<file path="config.mk">
export PLATFORM = sky130hd
export DESIGN_NAME = stream_capture_top
export DESIGN_NICKNAME = d
export VERILOG_FILES = /design/src/hw/stream_cfg_pkg.sv /design/src/hw/stream_regs_pkg.sv /design/src/hw/apb_capture_regs.sv /design/src/hw/axis_ingress.sv /design/src/hw/buf_write_arbiter.sv /design/src/hw/capture_buffer.sv /design/src/hw/stream_capture_top.sv
export SDC_FILE = /design/constraint.sdc
export NUM_CORES = 2
export LEC_CHECK = 0
export ABC_CLOCK_PERIOD_IN_PS = 4000
export BUFFER_PORTS_ARGS = -buffer_cell sky130_fd_sc_hd__buf_4
export CAP_MARGIN = 40
export CORE_UTILIZATION = 50
export DETAILED_ROUTE_END_ITERATION = 8
export HOLD_SLACK_MARGIN = 0.08
export PLACE_DENSITY = 0.68
export SETUP_SLACK_MARGIN = 0.05
export SLEW_MARGIN = 20
export SYNTH_ARGS = -nofsm -noshare
export SYNTH_HDL_FRONTEND = slang
export SYNTH_HIERARCHICAL = 1
export SYNTH_SLANG_ARGS = --single-unit
</file>
<file path="constraint.sdc">
create_clock -name clk -period 4 [get_ports clk]
set_input_delay 0.8 -clock clk [delete_from_list [all_inputs] [get_ports clk]]
set_output_delay 0.8 -clock clk [all_outputs]
set_load 0.1 [all_outputs]
</file>
<file path="src/hw/stream_cfg_pkg.sv">
/*
 * data path widths, channel count and capture buffer geometry
 * for the two-channel stream capture unit
 */

package stream_cfg_pkg;

  // stream word and buffer word are the same width
  localparam int DATA_W = 32;
  // one keep bit per byte
  localparam int KEEP_W = DATA_W / 8;

  // tdest match field
  localparam int TDEST_W = 4;

  // ingress channels sharing the buffer
  localparam int NUM_CH = 2;

  // 64 word buffer, split in two 32 word regions
  localparam int BUF_AW = 6;
  localparam int BUF_DEPTH = 1 << BUF_AW;
  // per-channel offset, msb of buffer address picks the channel
  localparam int REGION_AW = 5;

  // kept and dropped frame counters, wrap at 256
  localparam int CNT_W = 8;

endpackage

</file>
<file path="src/hw/stream_regs_pkg.sv">
/*
 * APB address map and register field positions
 * for the stream capture control and status block
 */

package stream_regs_pkg;

  // byte address, buffer window needs the top bit
  localparam int APB_AW = 9;

  // per-channel control, enable and dest match
  localparam logic [APB_AW-1:0] ADDR_CTRL0 = 9'h000;
  localparam logic [APB_AW-1:0] ADDR_CTRL1 = 9'h004;

  // per-channel status, read only
  localparam logic [APB_AW-1:0] ADDR_STAT0 = 9'h008;
  localparam logic [APB_AW-1:0] ADDR_STAT1 = 9'h00C;

  // read-only buffer window, word n at base + 4n
  // words 32..63 hold channel 1
  localparam logic [APB_AW-1:0] BUF_WIN_BASE = 9'h100;

  // control register fields
  localparam int CTRL_EN_BIT = 0;
  localparam int CTRL_DEST_LSB = 4;

  // status register fields
  localparam int STAT_KEPT_LSB = 0;
  localparam int STAT_DROP_LSB = 8;
  localparam int STAT_PTR_LSB = 16;

endpackage

</file>
<file path="src/hw/apb_capture_regs.sv">
/*
 * APB slave with per-channel control registers, status words
 * and a read-only window onto the capture buffer
 */

module apb_capture_regs (
  input  logic                                   clk,
  input  logic                                   rst,

  // APB slave
  input  logic                                   i_psel,
  input  logic                                   i_penable,
  input  logic                                   i_pwrite,
  input  logic [stream_regs_pkg::APB_AW-1:0]     i_paddr,
  input  logic [stream_cfg_pkg::DATA_W-1:0]      i_pwdata,
  output logic [stream_cfg_pkg::DATA_W-1:0]      o_prdata,
  output logic                                   o_pready,
  output logic                                   o_pslverr,

  // channel control
  output logic                                   o_enable0,
  output logic [stream_cfg_pkg::TDEST_W-1:0]     o_dest0,
  output logic                                   o_enable1,
  output logic [stream_cfg_pkg::TDEST_W-1:0]     o_dest1,

  // channel status
  input  logic [stream_cfg_pkg::CNT_W-1:0]       i_kept0,
  input  logic [stream_cfg_pkg::CNT_W-1:0]       i_dropped0,
  input  logic [stream_cfg_pkg::REGION_AW-1:0]   i_ptr0,
  input  logic [stream_cfg_pkg::CNT_W-1:0]       i_kept1,
  input  logic [stream_cfg_pkg::CNT_W-1:0]       i_dropped1,
  input  logic [stream_cfg_pkg::REGION_AW-1:0]   i_ptr1,

  // buffer read port
  output logic                                   o_rd_en,
  output logic [stream_cfg_pkg::BUF_AW-1:0]      o_rd_addr,
  input  logic [stream_cfg_pkg::DATA_W-1:0]      i_rd_data
);

  logic                                 access;
  logic                                 is_ctrl0;
  logic                                 is_ctrl1;
  logic                                 is_stat0;
  logic                                 is_stat1;
  logic                                 is_buf;
  logic                                 is_reg;
  logic                                 buf_rd;
  logic                                 rd_wait;
  logic                                 err;
  logic [stream_cfg_pkg::DATA_W-1:0]    ctrl0_word;
  logic [stream_cfg_pkg::DATA_W-1:0]    ctrl1_word;
  logic [stream_cfg_pkg::DATA_W-1:0]    stat0_word;
  logic [stream_cfg_pkg::DATA_W-1:0]    stat1_word;

  // address decode
  assign access = i_psel & i_penable;
  assign is_ctrl0 = (i_paddr == stream_regs_pkg::ADDR_CTRL0);
  assign is_ctrl1 = (i_paddr == stream_regs_pkg::ADDR_CTRL1);
  assign is_stat0 = (i_paddr == stream_regs_pkg::ADDR_STAT0);
  assign is_stat1 = (i_paddr == stream_regs_pkg::ADDR_STAT1);
  assign is_buf = (i_paddr >= stream_regs_pkg::BUF_WIN_BASE);
  assign is_reg = is_ctrl0 | is_ctrl1 | is_stat0 | is_stat1;

  // buffer read issued in the first access cycle
  assign buf_rd = access & ~i_pwrite & is_buf;
  assign o_rd_en = buf_rd & ~rd_wait;
  assign o_rd_addr = i_paddr[stream_cfg_pkg::BUF_AW+1:2];

  // single wait state while the buffer read lands
  always_ff @(posedge clk) begin
    if (rst) begin
      rd_wait <= 1'b0;
    end else begin
      rd_wait <= o_rd_en;
    end
  end

  assign o_pready = access & (~buf_rd | rd_wait);

  // writes only land on control regs
  // status writes are quietly ignored
  assign err = i_pwrite ? ~is_reg : ~(is_reg | is_buf);
  assign o_pslverr = o_pready & err;

  // control registers, written at the access edge
  always_ff @(posedge clk) begin
    if (rst) begin
      o_enable0 <= 1'b0;
      o_dest0 <= '0;
      o_enable1 <= 1'b0;
      o_dest1 <= '0;
    end else if (access && i_pwrite) begin
      if (is_ctrl0) begin
        o_enable0 <= i_pwdata[stream_regs_pkg::CTRL_EN_BIT];
        o_dest0 <= i_pwdata[stream_regs_pkg::CTRL_DEST_LSB +: stream_cfg_pkg::TDEST_W];
      end
      if (is_ctrl1) begin
        o_enable1 <= i_pwdata[stream_regs_pkg::CTRL_EN_BIT];
        o_dest1 <= i_pwdata[stream_regs_pkg::CTRL_DEST_LSB +: stream_cfg_pkg::TDEST_W];
      end
    end
  end

  // readback words
  always_comb begin
    ctrl0_word = '0;
    ctrl1_word = '0;
    stat0_word = '0;
    stat1_word = '0;
    ctrl0_word[stream_regs_pkg::CTRL_EN_BIT] = o_enable0;
    ctrl0_word[stream_regs_pkg::CTRL_DEST_LSB +: stream_cfg_pkg::TDEST_W] = o_dest0;
    ctrl1_word[stream_regs_pkg::CTRL_EN_BIT] = o_enable1;
    ctrl1_word[stream_regs_pkg::CTRL_DEST_LSB +: stream_cfg_pkg::TDEST_W] = o_dest1;
    stat0_word[stream_regs_pkg::STAT_KEPT_LSB +: stream_cfg_pkg::CNT_W] = i_kept0;
    stat0_word[stream_regs_pkg::STAT_DROP_LSB +: stream_cfg_pkg::CNT_W] = i_dropped0;
    stat0_word[stream_regs_pkg::STAT_PTR_LSB +: stream_cfg_pkg::REGION_AW] = i_ptr0;
    stat1_word[stream_regs_pkg::STAT_KEPT_LSB +: stream_cfg_pkg::CNT_W] = i_kept1;
    stat1_word[stream_regs_pkg::STAT_DROP_LSB +: stream_cfg_pkg::CNT_W] = i_dropped1;
    stat1_word[stream_regs_pkg::STAT_PTR_LSB +: stream_cfg_pkg::REGION_AW] = i_ptr1;
  end

  // read mux, unmapped reads give zero
  always_comb begin
    o_prdata = '0;
    if (access && !i_pwrite) begin
      if (is_ctrl0) begin
        o_prdata = ctrl0_word;
      end else if (is_ctrl1) begin
        o_prdata = ctrl1_word;
      end else if (is_stat0) begin
        o_prdata = stat0_word;
      end else if (is_stat1) begin
        o_prdata = stat1_word;
      end else if (is_buf) begin
        o_prdata = i_rd_data;
      end
    end
  end

endmodule

</file>
<file path="src/hw/axis_ingress.sv">
/*
 * stream slave for one capture channel: tdest filter, keep masking,
 * one-word holding stage toward the buffer arbiter, frame counters
 */

module axis_ingress (
  input  logic                                   clk,
  input  logic                                   rst,

  // channel configuration
  input  logic                                   i_enable,
  input  logic [stream_cfg_pkg::TDEST_W-1:0]     i_dest,

  // stream slave
  input  logic                                   i_tvalid,
  output logic                                   o_tready,
  input  logic [stream_cfg_pkg::DATA_W-1:0]      i_tdata,
  input  logic [stream_cfg_pkg::KEEP_W-1:0]      i_tkeep,
  input  logic                                   i_tlast,
  input  logic [stream_cfg_pkg::TDEST_W-1:0]     i_tdest,

  // toward the write arbiter
  output logic                                   o_req,
  output logic [stream_cfg_pkg::REGION_AW-1:0]   o_off,
  output logic [stream_cfg_pkg::DATA_W-1:0]      o_data,
  input  logic                                   i_gnt,

  // status
  output logic [stream_cfg_pkg::CNT_W-1:0]       o_kept,
  output logic [stream_cfg_pkg::CNT_W-1:0]       o_dropped,
  output logic [stream_cfg_pkg::REGION_AW-1:0]   o_ptr
);

  logic                                   hold_valid;
  logic [stream_cfg_pkg::DATA_W-1:0]      hold_data;
  logic [stream_cfg_pkg::REGION_AW-1:0]   wr_ptr;
  logic [stream_cfg_pkg::CNT_W-1:0]       kept_cnt;
  logic [stream_cfg_pkg::CNT_W-1:0]       drop_cnt;
  logic                                   accept;
  logic                                   dest_match;
  logic [stream_cfg_pkg::DATA_W-1:0]      masked_data;

  // ready only while enabled with an empty holding stage
  assign o_tready = i_enable & ~hold_valid;
  assign accept = i_tvalid & o_tready;
  assign dest_match = (i_tdest == i_dest);

  // zero the bytes tkeep does not mark
  always_comb begin
    for (int b = 0; b < stream_cfg_pkg::KEEP_W; b++) begin
      masked_data[b*8 +: 8] = i_tdata[b*8 +: 8] & {8{i_tkeep[b]}};
    end
  end

  // holding stage flag
  // set on a matching beat, cleared on grant
  // both cannot happen together, req is low while empty
  always_ff @(posedge clk) begin
    if (rst) begin
      hold_valid <= 1'b0;
    end else if (accept && dest_match) begin
      hold_valid <= 1'b1;
    end else if (i_gnt) begin
      hold_valid <= 1'b0;
    end
  end

  // payload of the holding stage
  always_ff @(posedge clk) begin
    if (accept && dest_match) begin
      hold_data <= masked_data;
    end
  end

  // region write pointer, wraps at 32
  always_ff @(posedge clk) begin
    if (rst) begin
      wr_ptr <= '0;
    end else if (i_gnt) begin
      wr_ptr <= wr_ptr + 1'b1;
    end
  end

  // frame counters, judged on the tlast beat
  // non-matching beats are simply consumed
  always_ff @(posedge clk) begin
    if (rst) begin
      kept_cnt <= '0;
      drop_cnt <= '0;
    end else if (accept && i_tlast) begin
      if (dest_match) begin
        kept_cnt <= kept_cnt + 1'b1;
      end else begin
        drop_cnt <= drop_cnt + 1'b1;
      end
    end
  end

  assign o_req = hold_valid;
  assign o_off = wr_ptr;
  assign o_data = hold_data;

  assign o_kept = kept_cnt;
  assign o_dropped = drop_cnt;
  assign o_ptr = wr_ptr;

endmodule

</file>
<file path="src/hw/buf_write_arbiter.sv">
/*
 * round-robin arbiter for the single capture buffer write port,
 * address built from the granted channel and its region offset
 */

module buf_write_arbiter (
  input  logic                                   clk,
  input  logic                                   rst,

  // channel 0 request
  input  logic                                   i_req0,
  input  logic [stream_cfg_pkg::REGION_AW-1:0]   i_off0,
  input  logic [stream_cfg_pkg::DATA_W-1:0]      i_data0,

  // channel 1 request
  input  logic                                   i_req1,
  input  logic [stream_cfg_pkg::REGION_AW-1:0]   i_off1,
  input  logic [stream_cfg_pkg::DATA_W-1:0]      i_data1,

  output logic                                   o_gnt0,
  output logic                                   o_gnt1,

  // buffer write port
  output logic                                   o_wr_en,
  output logic [stream_cfg_pkg::BUF_AW-1:0]      o_wr_addr,
  output logic [stream_cfg_pkg::DATA_W-1:0]      o_wr_data
);

  logic [stream_cfg_pkg::NUM_CH-1:0]      req;
  logic [stream_cfg_pkg::NUM_CH-1:0]      gnt;
  logic                                   last_gnt1;
  logic [stream_cfg_pkg::REGION_AW-1:0]   sel_off;

  assign req = {i_req1, i_req0};

  // one grant per cycle
  // on a tie the channel not served last wins
  always_comb begin
    gnt = '0;
    case (req)
      2'b01: gnt = 2'b01;
      2'b10: gnt = 2'b10;
      2'b11: gnt = last_gnt1 ? 2'b01 : 2'b10;
      default: gnt = '0;
    endcase
  end

  // remember who was served
  always_ff @(posedge clk) begin
    if (rst) begin
      last_gnt1 <= 1'b0;
    end else if (|gnt) begin
      last_gnt1 <= gnt[1];
    end
  end

  assign o_gnt0 = gnt[0];
  assign o_gnt1 = gnt[1];

  // channel index is the buffer address msb
  assign sel_off = gnt[1] ? i_off1 : i_off0;
  assign o_wr_en = |gnt;
  assign o_wr_addr = {gnt[1], sel_off};
  assign o_wr_data = gnt[1] ? i_data1 : i_data0;

endmodule

</file>
<file path="src/hw/capture_buffer.sv">
/*
 * 64 word capture memory, one synchronous write port
 * and one registered read port
 */

module capture_buffer (
  input  logic                                clk,

  input  logic                                i_wr_en,
  input  logic [stream_cfg_pkg::BUF_AW-1:0]   i_wr_addr,
  input  logic [stream_cfg_pkg::DATA_W-1:0]   i_wr_data,

  input  logic                                i_rd_en,
  input  logic [stream_cfg_pkg::BUF_AW-1:0]   i_rd_addr,
  output logic [stream_cfg_pkg::DATA_W-1:0]   o_rd_data
);

  logic [stream_cfg_pkg::DATA_W-1:0] mem [stream_cfg_pkg::BUF_DEPTH];

  // write side, fed by the arbiter
  always_ff @(posedge clk) begin
    if (i_wr_en) begin
      mem[i_wr_addr] <= i_wr_data;
    end
  end

  // read side, data one cycle after rd_en
  always_ff @(posedge clk) begin
    if (i_rd_en) begin
      o_rd_data <= mem[i_rd_addr];
    end
  end

endmodule

</file>
<file path="src/hw/stream_capture_top.sv">
/*
 * two-channel stream capture top: ingress blocks, write arbiter,
 * capture buffer and APB register slave
 */

module stream_capture_top (
  input  logic                                clk,
  input  logic                                rst,

  // stream channel 0
  input  logic                                i_s0_tvalid,
  output logic                                o_s0_tready,
  input  logic [stream_cfg_pkg::DATA_W-1:0]   i_s0_tdata,
  input  logic [stream_cfg_pkg::KEEP_W-1:0]   i_s0_tkeep,
  input  logic                                i_s0_tlast,
  input  logic [stream_cfg_pkg::TDEST_W-1:0]  i_s0_tdest,

  // stream channel 1
  input  logic                                i_s1_tvalid,
  output logic                                o_s1_tready,
  input  logic [stream_cfg_pkg::DATA_W-1:0]   i_s1_tdata,
  input  logic [stream_cfg_pkg::KEEP_W-1:0]   i_s1_tkeep,
  input  logic                                i_s1_tlast,
  input  logic [stream_cfg_pkg::TDEST_W-1:0]  i_s1_tdest,

  // APB
  input  logic                                i_psel,
  input  logic                                i_penable,
  input  logic                                i_pwrite,
  input  logic [stream_regs_pkg::APB_AW-1:0]  i_paddr,
  input  logic [stream_cfg_pkg::DATA_W-1:0]   i_pwdata,
  output logic [stream_cfg_pkg::DATA_W-1:0]   o_prdata,
  output logic                                o_pready,
  output logic                                o_pslverr
);

  // control from the register block
  logic                                  enable_0, enable_1;
  logic [stream_cfg_pkg::TDEST_W-1:0]    dest_0, dest_1;
  // ingress to arbiter
  logic                                  req_0, req_1, gnt_0, gnt_1;
  logic [stream_cfg_pkg::REGION_AW-1:0]  off_0, off_1, ptr_0, ptr_1;
  logic [stream_cfg_pkg::DATA_W-1:0]     data_0, data_1;
  logic [stream_cfg_pkg::CNT_W-1:0]      kept_0, kept_1, dropped_0, dropped_1;
  // buffer ports
  logic                                  wr_en, rd_en;
  logic [stream_cfg_pkg::BUF_AW-1:0]     wr_addr, rd_addr;
  logic [stream_cfg_pkg::DATA_W-1:0]     wr_data, rd_data;

  axis_ingress u_ingress0 (
    .clk(clk), .rst(rst), .i_enable(enable_0), .i_dest(dest_0),
    .i_tvalid(i_s0_tvalid), .o_tready(o_s0_tready), .i_tdata(i_s0_tdata),
    .i_tkeep(i_s0_tkeep), .i_tlast(i_s0_tlast), .i_tdest(i_s0_tdest),
    .o_req(req_0), .o_off(off_0), .o_data(data_0), .i_gnt(gnt_0),
    .o_kept(kept_0), .o_dropped(dropped_0), .o_ptr(ptr_0)
  );

  axis_ingress u_ingress1 (
    .clk(clk), .rst(rst), .i_enable(enable_1), .i_dest(dest_1),
    .i_tvalid(i_s1_tvalid), .o_tready(o_s1_tready), .i_tdata(i_s1_tdata),
    .i_tkeep(i_s1_tkeep), .i_tlast(i_s1_tlast), .i_tdest(i_s1_tdest),
    .o_req(req_1), .o_off(off_1), .o_data(data_1), .i_gnt(gnt_1),
    .o_kept(kept_1), .o_dropped(dropped_1), .o_ptr(ptr_1)
  );

  // shared write port
  buf_write_arbiter u_arbiter (
    .clk(clk), .rst(rst),
    .i_req0(req_0), .i_off0(off_0), .i_data0(data_0),
    .i_req1(req_1), .i_off1(off_1), .i_data1(data_1),
    .o_gnt0(gnt_0), .o_gnt1(gnt_1),
    .o_wr_en(wr_en), .o_wr_addr(wr_addr), .o_wr_data(wr_data)
  );

  capture_buffer u_buffer (
    .clk(clk), .i_wr_en(wr_en), .i_wr_addr(wr_addr), .i_wr_data(wr_data),
    .i_rd_en(rd_en), .i_rd_addr(rd_addr), .o_rd_data(rd_data)
  );

  apb_capture_regs u_regs (
    .clk(clk), .rst(rst),
    .i_psel(i_psel), .i_penable(i_penable), .i_pwrite(i_pwrite),
    .i_paddr(i_paddr), .i_pwdata(i_pwdata),
    .o_prdata(o_prdata), .o_pready(o_pready), .o_pslverr(o_pslverr),
    .o_enable0(enable_0), .o_dest0(dest_0), .o_enable1(enable_1), .o_dest1(dest_1),
    .i_kept0(kept_0), .i_dropped0(dropped_0), .i_ptr0(ptr_0),
    .i_kept1(kept_1), .i_dropped1(dropped_1), .i_ptr1(ptr_1),
    .o_rd_en(rd_en), .o_rd_addr(rd_addr), .i_rd_data(rd_data)
  );

endmodule

</file>
==> reports/qor.yml <==
global_routing:
  antenna_found_initial: 3
  grt_max_degree: 90
  grt_pass1_wl_um: 299000
  gr-usage-all-layers_pct: 24.4
  grt-ovfl-total: 0
  first_global_vias: 42349
clock_network:
  clk_pin_slew_ns: 0.06
  cts_hold_buf: 0
  clock_path_buffers: 3
  numCtsBuffers: 207
  cts-root-buf: "clkbuf_16"
  ctsResizeCount: 0
  clock_sink_count: 2200
  cts_tree: "built"
  worst_skew_pair.late_latency_ns: 0.86
  cts_max_level: 4
  post_cts_buffers: 0
floorplan:
  start_util_pct: 50.5
  die-area_sq_um: 173000
  core.rowCount: 151
  die_y_um: 416
  ios: 166
  core_sq_um: 170000
  die_w_um: 416
route:
  vias: 42166
  drtIter0Drc: 5143
  first_pass_iters: 5
  drc: 0
  detail-route-antenna-nets: 0
  post_drt_wl_per_cell_um: 31.4
  drt-total-wl_um: 210000
  vias_per_cell: 6.29
final_layout:
  final_area_sq_um: 98300
  n_fill_cell: 12050
  fin_nets: 4436
  final_cell_mix: "edfxtp_1 (2144), mux4_2 (544), buf_4 (278), clkbuf_16 (209), mux2i_1 (110)"
  final_common_cell: "edfxtp_1"
  drive_gt1_share_pct: 30.5
  syn_to_final_growth_pct: 14.8
yosys:
  synth_top_area_cell: "edfxtp_1"
  synth_nets: 4091
  yosys.cell_types.count: 66
  yosys.area_share.simple_pct: 2.97
  synth_edf_count: 2144
  ys_seq_area_share_pct: 76.5
  ys_async_sr_fraction_pct: 0
  synthFlopType: "edfxtp_1"
  synth_top_family_by_area: "multiplexers"
  synth.area.top_cells: "edfxtp_1 (75%), mux4_2 (14%), dfxtp_1 (1.3%)"
  syn_area_sq_um: 85600
  synth_seq_cells: 2200
  synth_cells: 3955
  synthXorXnorAreaFrac_pct: 0.164
  syn_avg_cell_area_sq_um: 21.6
  synth_fa_ha_area_share_pct: 0.0877
  yosys_warnings: 6
  synth_mux_area_share_pct: 16.3
  synth_compound_area_share_pct: 2.51
  synth_top_area_share_pct: 75.2
placement:
  hpwlAfterDp_um: 119000
  routabilityCongestion: 0.816
  post-place-ws_ns: 0.353
  post_dp_cell_area_sq_um: 91600
  port-buffer-count: 138
power:
  power_uw: 46200
  seqPwrFrac_pct: 53.9
  p_leak_uw: 0.0310
  p_int_uw: 36700
  combPwrFrac_pct: 4.1
  powerDensity_nw_per_um2: 470
  switchingPower_uw: 9470
  clockPowerShare_pct: 41.9
  peakVddDrop_v: 0.000515
  p_sw_share_pct: 20.5
critical_path:
  endpoint_kind: "output port"
  cp_max_fo: 45
  worstSetupStartpoint: "i_paddr[2]"
  crit_arrival_ns: 2.77
  cp-start-kind: "input pin"
  critPathKind: "input pin to output port"
  r2r_start: "u_ingress0/o_req$_SDFFE_PP0P_"
  cp.required_ns: 3.20
timing:
  timing_hold_violations_final: 0
  fin_crit_sh_pct: 89.1
  setup_slack_ns: 0.434
  rsz0062_at_grt: "no"
  max_freq_mhz: 280
  worst_pin_slew_ns: 0.935
  drv_slew: 0
  holdWs_ns: 0.239
  post-route-min-period_ns: 3.57
  relSlewSlack_pct: 37.6
  tns_ns: 0
  setup_viol_count_final: 0
  fin_worst_skew_ns: 0.0280
run:
  max_cap_violations: 0
min_path:
  hp-class: "input pin to flop"
  min_from: "i_s0_tvalid"
status:
  outcome: "finished clean"
==> critical path, cell delays in order <==
cell and delay (ns):
buf_8 0.47, buf_12 0.37, o21ai_0 0.19, a221oi_2 0.46, buf_4 0.38
==> stage by stage <==
step           util [%]  cells
2_1_floorplan         -   3955
3_3_place_gp       54.0   6307
3_5_place_dp       54.0   6307
4_1_cts            57.9   6697
5_1_grt            57.9   6700
6_report           57.9   6700
==> power groups by stage <==
stage / clock, uW / sequential [uW] / combinational [uW]
after CTS: 19600 / 24900 / 1920
after detailed placement: 0 / 25400 / 1910
after global routing: 20400 / 24900 / 2000
after floorplan: 0 / 25400 / 1200
final: 19400 / 24900 / 1910
after global placement: 0 / 25400 / 1900
==> cell families after synthesis <==
kind of cell	Yosys count
buffers and inverters	241
flip-flops	2200
AO/OA/AOI/OAI	317
adder cells (fa/ha/maj)	6
XOR/XNOR	16
AND/OR/NAND/NOR	476
multiplexers	699
==> sequential cells by signal (all words and copies together), names as in the netlist, 4 cells and up <==
signal and cells:
u_ingress0/o_dropped 8, u_ingress0/o_kept 8, u_ingress0/o_off 5, u_ingress1/o_kept 8
u_ingress0/o_data 32, u_buffer/o_rd_data 32, u_buffer/mem 2048, u_ingress1/o_dropped 8
u_regs/o_dest0 4, u_ingress1/o_off 5, u_ingress1/o_data 32, u_regs/o_dest1 4
==> per-layer routing <==
layer,up-vias,routed length (um),GRT usage (%),part of all wire (%)
met5,-,0,0,0
met4,0,7120,8.82,3.4
met3,330,19500,5.38,9.3
met2,2037,102000,38.8,49
met1,22477,81600,33.3,39
li1,17322,-,-,-
==> cell type report <==
cell class / instances / area, sq um / area share [%]
diodes: 1 / 2.50 / 0.00255
clock buffers: 251 / 5390 / 5.48
clock inverters: 139 / 1280 / 1.30
inverters: 5 / 18.8 / 0.0191
multi-input cells: 1514 / 19400 / 19.7
flip-flops and latches: 2200 / 65500 / 66.6
well taps: 2218 / 2780 / 2.82
repair buffers: 372 / 3950 / 4.02
==> synthesized netlist by cell type (all sizes together), types with 13 or more instances <==
master	count
or3	15
or4	13
o31ai	13
mux2	45
buf	145
dfxtp	56
nor2	152
nand4	17
clkbuf	91
a221oi	16
nand3	35
o22ai	89
a21oi	93
nand2b	40
o21ai	31
o221ai	27
mux4	544
nand2	59
edfxtp	2144
mux2i	110
and2	79
nor2b	21
==> final timing paths <==
path	to	slack, ns	depth (start not counted)
worst max-delay path	o_prdata[20]	0.43	5
worst max register to register	u_buffer/mem[18][23]$_DFFE_PP_	0.89	7
worst min register to register	u_ingress1/o_dropped[7]$_SDFFE_PP0P_	0.49	2
worst min-delay path	u_ingress0/o_req$_SDFFE_PP0P_	0.24	3
Power figures use the tool's default switching activity.
